`config.mk`:
```
export PLATFORM = sky130hd
export DESIGN_NAME = host_if_top
export DESIGN_NICKNAME = d
export VERILOG_FILES = /design/src/source/host_if_pkg.sv /design/src/source/cmd_decoder.sv /design/src/source/host_ctrl.sv /design/src/source/bus_access.sv /design/src/source/reply_tx.sv /design/src/source/host_if_top.sv
export SDC_FILE = /design/constraint.sdc
export NUM_CORES = 1
export LEC_CHECK = 0
export BUFFER_PORTS_ARGS = -buffer_cell sky130_fd_sc_hd__buf_2
export CAP_MARGIN = 5
export CORE_MARGIN = 2
export CORE_UTILIZATION = 50
export DETAILED_ROUTE_END_ITERATION = 16
export GPL_TIMING_DRIVEN = 1
export PLACE_DENSITY_LB_ADDON = 0.2
export SLEW_MARGIN = 30
export SYNTH_ARGS = -nofsm -noshare
export SYNTH_HDL_FRONTEND = slang
export SYNTH_HIERARCHICAL = 1
export SYNTH_SLANG_ARGS = --single-unit
```
`constraint.sdc`:
```
create_clock -name CLK -period 5.8 [get_ports CLK]
set_clock_uncertainty 0.2 [all_clocks]
set_input_delay 0.29 -clock CLK [delete_from_list [all_inputs] [get_ports CLK]]
set_output_delay 0.29 -clock CLK [all_outputs]
set_load 0.05 [all_outputs]
```
`src/source/host_if_pkg.sv`:
```
`default_nettype none

package host_if_pkg;

    // ------------------------------------------------------------------------
    // Widths
    // ------------------------------------------------------------------------
    // Internal bus address and one data or character byte
    typedef logic [15:0] addr_t;
    typedef logic [7:0]  byte_t;

    // Receive line buffer, first received character in the low byte
    localparam int LINE_BYTES = 16;
    typedef logic [LINE_BYTES*8-1:0] line_t;

    // ------------------------------------------------------------------------
    // Bus timing and reply sizing
    // ------------------------------------------------------------------------
    // Cycles from the read strobe to valid read data
    localparam int READ_LATENCY = 4;
    localparam int LAT_W        = $clog2(READ_LATENCY + 1);

    // Longest reply is "OK" LF hi lo LF
    localparam int REPLY_BYTES = 6;

    // Run-control register and the values written by stop / start
    localparam addr_t CTRL_ADDR  = 16'h0000;
    localparam byte_t STOP_DATA  = 8'h01;
    localparam byte_t START_DATA = 8'h00;

    // Characters
    localparam byte_t CHAR_LF  = 8'h0A;
    localparam byte_t CHAR_SP  = 8'h20;
    localparam byte_t CHAR_NUL = 8'h00;

    // ------------------------------------------------------------------------
    // Command, bus and reply types
    // ------------------------------------------------------------------------
    typedef enum logic [2:0] {
        CMD_WR,
        CMD_RD,
        CMD_STOP,
        CMD_START,
        CMD_BAD
    } cmd_kind_e;

    typedef struct packed {
        cmd_kind_e kind;
        addr_t     addr;
        byte_t     wdata;
    } cmd_t;

    typedef struct packed {
        addr_t addr;
        byte_t wdata;
        logic  we;
        logic  re;
    } bus_req_t;

    typedef enum logic [1:0] {
        REPLY_NONE,
        REPLY_OK,
        REPLY_NG,
        REPLY_RD
    } reply_e;

    // Sequencer states
    typedef enum logic [1:0] {
        S_IDLE,
        S_BUS,
        S_REPLY,
        S_CLEAR
    } ctrl_state_e;

endpackage

`default_nettype wire

```
`src/source/cmd_decoder.sv`:
```
`default_nettype none

module cmd_decoder (
    input  wire host_if_pkg::line_t line,
    output host_if_pkg::cmd_t       cmd
);
    import host_if_pkg::*;

    byte_t [LINE_BYTES-1:0] ch;
    byte_t [LINE_BYTES-1:0] lc;
    logic  [4:0]            h3, h4, h5, h6, h8, h9;
    logic                   addr_ok;
    logic                   data_ok;
    addr_t                  addr_val;
    byte_t                  data_val;
    logic                   is_wr, is_rd, is_stop, is_start;

    // Letters only, so separators and digits pass unchanged
    function automatic byte_t fold_case(input byte_t c);
        if (c >= "A" && c <= "Z") begin
            return c | 8'h20;
        end
        return c;
    endfunction

    // Bit 4 flags a valid digit; expects a case-folded character
    function automatic logic [4:0] hex_digit(input byte_t c);
        if (c >= "0" && c <= "9") begin
            return {1'b1, c[3:0]};
        end
        if (c >= "a" && c <= "f") begin
            return {1'b1, c[3:0] + 4'd9};
        end
        return 5'b0_0000;
    endfunction

    assign ch = line;

    always_comb begin
        for (int i = 0; i < LINE_BYTES; i++) begin
            lc[i] = fold_case(ch[i]);
        end
    end

    // ------------------------------------------------------------------------
    // Hex fields, address in bytes 3..6 and data in bytes 8..9
    // ------------------------------------------------------------------------
    assign h3 = hex_digit(lc[3]);
    assign h4 = hex_digit(lc[4]);
    assign h5 = hex_digit(lc[5]);
    assign h6 = hex_digit(lc[6]);
    assign h8 = hex_digit(lc[8]);
    assign h9 = hex_digit(lc[9]);

    assign addr_ok  = h3[4] && h4[4] && h5[4] && h6[4];
    assign data_ok  = h8[4] && h9[4];
    assign addr_val = {h3[3:0], h4[3:0], h5[3:0], h6[3:0]};
    assign data_val = {h8[3:0], h9[3:0]};

    // Keywords, case-insensitive per character
    assign is_stop  = ({lc[0], lc[1], lc[2], lc[3]} == "stop");
    assign is_start = ({lc[0], lc[1], lc[2], lc[3], lc[4]} == "start");
    assign is_rd    = ({lc[0], lc[1], lc[2]} == "rd ") && (ch[7] == CHAR_LF) && addr_ok;
    assign is_wr    = ({lc[0], lc[1], lc[2]} == "wr ") && (ch[7] == CHAR_SP)
                      && (ch[10] == CHAR_LF) && addr_ok && data_ok;

    always_comb begin
        cmd.kind  = CMD_BAD;
        cmd.addr  = addr_val;
        cmd.wdata = data_val;
        if (is_stop) begin
            cmd.kind  = CMD_STOP;
            cmd.addr  = CTRL_ADDR;
            cmd.wdata = STOP_DATA;
        end else if (is_start) begin
            cmd.kind  = CMD_START;
            cmd.addr  = CTRL_ADDR;
            cmd.wdata = START_DATA;
        end else if (is_rd) begin
            cmd.kind = CMD_RD;
        end else if (is_wr) begin
            cmd.kind = CMD_WR;
        end
    end

endmodule

`default_nettype wire

```
`src/source/host_ctrl.sv`:
```
`default_nettype none

module host_ctrl (
    input  wire logic                CLK,
    input  wire logic                RST_N,
    input  wire logic                line_valid,
    input  wire host_if_pkg::cmd_t   cmd,
    output logic                     bus_start,
    output host_if_pkg::cmd_t        bus_cmd,
    input  wire logic                bus_done,
    output logic                     reply_start,
    output host_if_pkg::reply_e      reply_kind,
    input  wire logic                reply_done,
    output logic                     buf_clr
);
    import host_if_pkg::*;

    ctrl_state_e state;
    logic        line_valid_q;
    logic        trig;
    reply_e      reply_sel;

    // New line only on a rising edge, later edges are dropped while busy
    assign trig    = line_valid && !line_valid_q;
    assign buf_clr = (state == S_CLEAR);

    always_comb begin
        case (cmd.kind)
            CMD_RD:    reply_sel = REPLY_RD;
            CMD_START: reply_sel = REPLY_NONE;
            CMD_BAD:   reply_sel = REPLY_NG;
            default:   reply_sel = REPLY_OK;
        endcase
    end

    // ------------------------------------------------------------------------
    // Sequencer
    // ------------------------------------------------------------------------
    always_ff @(posedge CLK or negedge RST_N) begin
        if (!RST_N) begin
            state        <= S_IDLE;
            line_valid_q <= 1'b0;
            bus_start    <= 1'b0;
            reply_start  <= 1'b0;
            reply_kind   <= REPLY_NONE;
        end else begin
            line_valid_q <= line_valid;
            bus_start    <= 1'b0;
            reply_start  <= 1'b0;
            case (state)
                S_IDLE: begin
                    if (trig) begin
                        reply_kind <= reply_sel;
                        // Bad lines go straight to the NG reply
                        if (cmd.kind == CMD_BAD) begin
                            reply_start <= 1'b1;
                            state       <= S_REPLY;
                        end else begin
                            bus_start <= 1'b1;
                            state     <= S_BUS;
                        end
                    end
                end
                S_BUS: begin
                    if (bus_done) begin
                        reply_start <= 1'b1;
                        state       <= S_REPLY;
                    end
                end
                S_REPLY: begin
                    if (reply_done) begin
                        state <= S_CLEAR;
                    end
                end
                default: begin
                    state <= S_IDLE;
                end
            endcase
        end
    end

    // Command held for the whole bus phase
    always_ff @(posedge CLK) begin
        if (state == S_IDLE && trig) begin
            bus_cmd <= cmd;
        end
    end

    // Done strobes only arrive in the phase that waits for them
    a_phase_done: assert property (@(posedge CLK) disable iff (!RST_N)
        (!bus_done || state == S_BUS) && (!reply_done || state == S_REPLY));

endmodule

`default_nettype wire

```
`src/source/bus_access.sv`:
```
`default_nettype none

module bus_access (
    input  wire logic                     CLK,
    input  wire logic                     RST_N,
    input  wire logic                     bus_start,
    input  wire host_if_pkg::cmd_t        bus_cmd,
    output host_if_pkg::bus_req_t         bus,
    input  wire host_if_pkg::byte_t       bus_rdata,
    output logic                          bus_done,
    output host_if_pkg::byte_t [1:0]      rd_ascii
);
    import host_if_pkg::*;

    logic [LAT_W-1:0] lat_cnt;
    logic             sample;
    byte_t            rdata_q;

    // Upper-case hex character for one nibble
    function automatic byte_t to_ascii(input logic [3:0] nib);
        if (nib < 4'd10) begin
            return 8'h30 + {4'h0, nib};
        end
        return 8'h37 + {4'h0, nib};
    endfunction

    // ------------------------------------------------------------------------
    // Strobes, one cycle per command
    // ------------------------------------------------------------------------
    always_comb begin
        bus.addr  = bus_cmd.addr;
        bus.wdata = bus_cmd.wdata;
        bus.re    = bus_start && (bus_cmd.kind == CMD_RD);
        bus.we    = bus_start && (bus_cmd.kind == CMD_WR || bus_cmd.kind == CMD_STOP
                                  || bus_cmd.kind == CMD_START);
    end

    // Read data valid READ_LATENCY cycles after re
    assign sample = (lat_cnt == LAT_W'(1));

    always_ff @(posedge CLK or negedge RST_N) begin
        if (!RST_N) begin
            lat_cnt  <= '0;
            bus_done <= 1'b0;
        end else begin
            if (bus.re) begin
                lat_cnt <= LAT_W'(READ_LATENCY);
            end else if (lat_cnt != '0) begin
                lat_cnt <= lat_cnt - 1'b1;
            end
            bus_done <= bus.we || sample;
        end
    end

    always_ff @(posedge CLK) begin
        if (sample) begin
            rdata_q <= bus_rdata;
        end
    end

    // High digit in element 1, sent first
    assign rd_ascii = {to_ascii(rdata_q[7:4]), to_ascii(rdata_q[3:0])};

    // No new access while a read is still waiting for its data
    a_no_overlap: assert property (@(posedge CLK) disable iff (!RST_N)
        bus_start |-> lat_cnt == '0);

    a_read_done: assert property (@(posedge CLK) disable iff (!RST_N)
        bus.re |-> ##(READ_LATENCY + 1) bus_done);

endmodule

`default_nettype wire

```
`src/source/reply_tx.sv`:
```
`default_nettype none

module reply_tx (
    input  wire logic                     CLK,
    input  wire logic                     RST_N,
    input  wire logic                     reply_start,
    input  wire host_if_pkg::reply_e      reply_kind,
    input  wire host_if_pkg::byte_t [1:0] rd_ascii,
    output logic                          tx_valid,
    output host_if_pkg::byte_t            tx_data,
    input  wire logic                     tx_busy,
    output logic                          reply_done
);
    import host_if_pkg::*;

    typedef enum logic [1:0] {
        T_IDLE,
        T_SEND,
        T_WAIT_BUSY,
        T_WAIT_READY
    } tx_state_e;

    tx_state_e                state;
    byte_t [REPLY_BYTES-1:0]  queue;
    byte_t [REPLY_BYTES-1:0]  msg;
    logic                     send;

    // Byte 0 goes out first, a NUL ends the message
    always_comb begin
        case (reply_kind)
            REPLY_OK: msg = {CHAR_NUL, CHAR_NUL, CHAR_NUL, CHAR_LF, "K", "O"};
            REPLY_NG: msg = {CHAR_NUL, CHAR_NUL, CHAR_NUL, CHAR_LF, "G", "N"};
            REPLY_RD: msg = {CHAR_LF, rd_ascii[0], rd_ascii[1], CHAR_LF, "K", "O"};
            default:  msg = '0;
        endcase
    end

    assign send = (state == T_SEND) && (queue[0] != CHAR_NUL) && !tx_busy;

    // ------------------------------------------------------------------------
    // Send / wait busy / wait ready
    // ------------------------------------------------------------------------
    always_ff @(posedge CLK or negedge RST_N) begin
        if (!RST_N) begin
            state      <= T_IDLE;
            tx_valid   <= 1'b0;
            reply_done <= 1'b0;
        end else begin
            reply_done <= 1'b0;
            case (state)
                T_IDLE: begin
                    if (reply_start) begin
                        state <= T_SEND;
                    end
                end
                T_SEND: begin
                    if (queue[0] == CHAR_NUL) begin
                        reply_done <= 1'b1;
                        state      <= T_IDLE;
                    end else if (send) begin
                        tx_valid <= 1'b1;
                        state    <= T_WAIT_BUSY;
                    end
                end
                T_WAIT_BUSY: begin
                    if (tx_busy) begin
                        tx_valid <= 1'b0;
                        state    <= T_WAIT_READY;
                    end
                end
                default: begin
                    if (!tx_busy) begin
                        state <= T_SEND;
                    end
                end
            endcase
        end
    end

    always_ff @(posedge CLK) begin
        if (state == T_IDLE && reply_start) begin
            queue <= msg;
        end else if (send) begin
            tx_data <= queue[0];
            queue   <= {CHAR_NUL, queue[REPLY_BYTES-1:1]};
        end
    end

    a_data_stable: assert property (@(posedge CLK) disable iff (!RST_N)
        tx_valid && $past(tx_valid) |-> $stable(tx_data));

endmodule

`default_nettype wire

```
`src/source/host_if_top.sv`:
```
`default_nettype none

module host_if_top (
    input  wire logic                 CLK,
    input  wire logic                 RST_N,
    input  wire host_if_pkg::line_t   line,
    input  wire logic                 line_valid,
    output logic                      buf_clr,
    output host_if_pkg::bus_req_t     bus,
    input  wire host_if_pkg::byte_t   bus_rdata,
    output logic                      tx_valid,
    output host_if_pkg::byte_t        tx_data,
    input  wire logic                 tx_busy
);
    import host_if_pkg::*;

    cmd_t        cmd;
    cmd_t        bus_cmd;
    logic        bus_start;
    logic        bus_done;
    byte_t [1:0] rd_ascii;
    logic        reply_start;
    reply_e      reply_kind;
    logic        reply_done;

    cmd_decoder u_cmd_decoder (
        .line (line),
        .cmd  (cmd)
    );

    host_ctrl u_host_ctrl (
        .CLK         (CLK),
        .RST_N       (RST_N),
        .line_valid  (line_valid),
        .cmd         (cmd),
        .bus_start   (bus_start),
        .bus_cmd     (bus_cmd),
        .bus_done    (bus_done),
        .reply_start (reply_start),
        .reply_kind  (reply_kind),
        .reply_done  (reply_done),
        .buf_clr     (buf_clr)
    );

    bus_access u_bus_access (
        .CLK       (CLK),
        .RST_N     (RST_N),
        .bus_start (bus_start),
        .bus_cmd   (bus_cmd),
        .bus       (bus),
        .bus_rdata (bus_rdata),
        .bus_done  (bus_done),
        .rd_ascii  (rd_ascii)
    );

    reply_tx u_reply_tx (
        .CLK         (CLK),
        .RST_N       (RST_N),
        .reply_start (reply_start),
        .reply_kind  (reply_kind),
        .rd_ascii    (rd_ascii),
        .tx_valid    (tx_valid),
        .tx_data     (tx_data),
        .tx_busy     (tx_busy),
        .reply_done  (reply_done)
    );

endmodule

`default_nettype wire

```
==> reports/metrics.csv <==
stage;metric;value;unit
yosys;syn avg cell area;11.7;um2
placement;RePlAce Congestion;0.851;
setup_path;CP most frequent cell;o22ai_1;
pwr;Switch Pwr;0.304;mW
yosys;synthesized flop and latch total;99;
pwr;Comb pwr share;7.3;%
yosys;Synth area leader;edfxtp_1;
pwr;Seq pwr share;57.6;%
clocking;Hold Buf Count CTS;10;
cells_and_area;FF/Latch Area;2900;um2
setup_path;crit path max fanout;5;
detailed_routing;DRT Pass-1 Iters;4;
clocking;clk_lat worst skew;0.36;ns
yosys;Synth Area in Compound Gates;13.0;%
clocking;clk slew on worst S/H paths;0.10;ns
pwr;final total power;1.33;mW
detailed_routing;total number of vias;3935;
grt;Global Route Usage Sum;19.0;%
job;max cap viols;0;
placement;DP Worst Slack;2.29;ns
detailed_routing;WL/cell;14.6;um
sta;worst rel slew slack;39.6;%
detailed_routing;total wire length;10.8;mm
sta;RSZ-0062 raised after global routing;false;
setup_path;Slowest-stage cell, CP;nor4b_1;
clocking;H-Tree Depth;3;
cells_and_area;Multi-input gate area;2220;um2
grt;first-pass GRT wire length;17.6;mm
sta;final hold vios;0;
sta;Max Slew Vio Count;0;
yosys;asr flop ratio synth;15.2;%
sta;final worst slack;2.64;ns
yosys;Post-Synth Adder-Cell Area;7.77;%
sta;FMAX;316;MHz
cells_and_area;ANT cells;0;
setup_path;Worst path max stage delay;0.56;ns
detailed_routing;# DRC;0;
clocking;root cell of the clock tree;clkbuf_8;
status;outcome;completed;
setup_path;Cell Chain, Critical Path;buf_2 -> inv_1 -> ha_1 -> nor4b_1 -> a311oi_2 -> o22ai_1 -> nor2_1 -> a21oi_1 -> nor3b_1 -> o22ai_1 -> mux2_2;
sta;min cycle time layout;3.16;ns
grt;vias in the first global route;3963;
min_path;Hold Crit Class;input port to flip-flop;
yosys;sequential share of the synthesized area;53.0;%
yosys;most frequent cell after synthesis;edfxtp_1;
pwr;clock power share;35.2;%
pwr;pwr dens;205;nW/um2
floorplan;Boundary Pins;176;
yosys;synth top area cells;edfxtp_1, ha_1, dfrtp_1;
yosys;combinational family with the most area after synthesis;simple AND/OR/NAND/NOR gates;
detailed_routing;DR iter-0 viols;179;
cells_and_area;Final Util;60.1;%
yosys;Synth top cells by count;edfxtp_1, inv_1, ha_1, nand2_1;
yosys;xor/xnor share of the synthesized area;1.12;%
grt;gr ovfl total;0;
yosys;synth warn;6;
yosys;Netlist cell types;72;
yosys;Post-Syn Area;5470;um2
clocking;TritonCTS buffer count;9;
placement;port bufs;135;
clocking;TritonCTS Sinks;99;
detailed_routing;antenna viol nets, final;0;
yosys;share of the synthesized area in the top cell type;46.1;%
cells_and_area;fillers;940;
setup_path;Critical Path End Type;flip-flop;
yosys;mux cell area share after synthesis;1.53;%
cells_and_area;final instance area;6460;um2
sta;Setup violations, final;0;
yosys;main flop type after synthesis;edfxtp_1;
clocking;CTS tree;done;
placement;dpl cell area;6130;um2
yosys;number of standard cells after synthesis;467;
floorplan;Die Ht;109;um
floorplan;initial core utilization;50.9;%
grt;initial antenna violation count;0;
sta;Setup TNS;0;ns
detailed_routing;vias per cell;5.33;
yosys;Post-synth EDFFs;84;
cells_and_area;Final Non-Filler Cells;738;
setup_path;Worst Path Arrival;3.22;ns
setup_path;Worst EP required;5.86;ns
pwr;leakage power;2.46;nW
floorplan;Die X;109;um
setup_path;Setup crit start kind;input port;
floorplan;die area;11800;um2
yosys;Synth Area in Simple Gates;16.7;%
sta;Least-Margin Pin Slew;0.904;ns
floorplan;row count;38;
cells_and_area;Area Growth Syn to Fin;18.0;%
setup_path;CP Class;input port to flip-flop;
placement;hpwl dp;8.08;mm
pwr;VDD IR-drop max;0.139;mV
sta;fin crit share;54.5;%
placement;placed cells;712;
sta;Min Hold Slack;0.0320;ns
pwr;Sw Ratio;22.9;%
cells_and_area;Nets;767;
pwr;Internal;1.02;mW
grt;largest net degree at the start of global routing;42;
clocking;clock buffer depth;2;
clocking;CTS resizes;0;
cells_and_area;share of layout cells above drive strength 1;29.8;%
floorplan;core area;10700;um2
clocking;postcts setup bufs;0;
-- final cells by class --
cell class / instances / area share (%)
multi-input combinational: 296 / 34.4
sequential: 99 / 44.9
tap: 140 / 2.71
inverter: 40 / 2.32
clock buffer: 9 / 1.92
clock inverter: 7 / 1.49
timing repair buffer: 147 / 12.2
-- power by group through the flow --
| stage | Sequential (mW) | Combinational (mW) | Clock (mW) |
|---|---|---|---|
| 2_1_floorplan | 0.780 | 0.0355 | 0 |
| 3_3_place_gp | 0.780 | 0.0852 | 0 |
| 3_5_place_dp | 0.780 | 0.0906 | 0 |
| 4_1_cts | 0.764 | 0.0960 | 0.479 |
| 5_1_grt | 0.764 | 0.108 | 0.509 |
| 6_report | 0.764 | 0.0967 | 0.467 |
-- final timing paths --
check | startpoint | to | slack (ns) | depth (start not counted)
max reg2reg | u_reply_tx/state[0] | u_reply_tx/queue[26] | 3.43 | 5
min reg2reg | u_reply_tx/queue[5] | u_reply_tx/tx_data[5] | 0.26 | 0
max | line[49] | u_host_ctrl/state[0] | 2.64 | 11
max in group asynchronous | RST_N | u_bus_access/lat_cnt[1] | 4.97 | 2
min | line[27] | u_host_ctrl/bus_cmd[23] | 0.03 | 2
min in group asynchronous | RST_N | u_reply_tx/state[0] | 0.16 | 2
-- cell usage in the layout (no fill, tap or decap), drive strengths merged, types with 5 or more instances in the layout --
cell type    instances
nor3                 9
dfrtp               15
nand2               32
nand2b               5
nor4b                9
o21ai               14
a21o                12
a22o                12
o21bai               7
xnor2                7
nor2                27
buf                137
clkbuf               9
dlygate4sd3         10
nand3                5
a21oi               19
mux2i                5
and2                21
edfxtp              84
nor3b                8
inv                 43
ha                  34
-- layer usage --
layer	vias up	share of wire [%]	GRT usage [%]
met2	124	51	34.2
met4	0	1.5	6.50
met5	-	0	0
met1	1854	42	23.1
met3	14	5.1	3.11
li1	1943	-	-
-- critical path: cells and delay by family --
family                     cells  cell delay (ns)
and+or+nand+nor                3             1.20
adders and majority gates      1             0.19
AOI/OAI and AO/OA              4             1.05
muxes                          1             0.30
buffers and inverters          2             0.19
-- registers in the layout, summed over array words and instances (netlist names), 2 cells and up --
register	flops
u_reply_tx/tx_data	8
u_host_ctrl/reply_kind	2
u_host_ctrl/bus_cmd	27
u_bus_access/rdata_q	8
u_host_ctrl/state	2
u_reply_tx/queue	41
u_reply_tx/state	2
u_bus_access/lat_cnt	3
-- logic make-up (layout without fill, tap and decap cells) --
family | Yosys count | count (layout)
AO/OA/AOI/OAI | 93 | 93
XOR/XNOR | 7 | 7
adder cells (fa/ha/maj) | 34 | 34
buffers and inverters | 73 | 203
flip-flops | 99 | 99
multiplexers | 8 | 8
other | 1 | 2
AND/OR/NAND/NOR | 152 | 152
No activity file was read; power rests on OpenSTA's default activity.
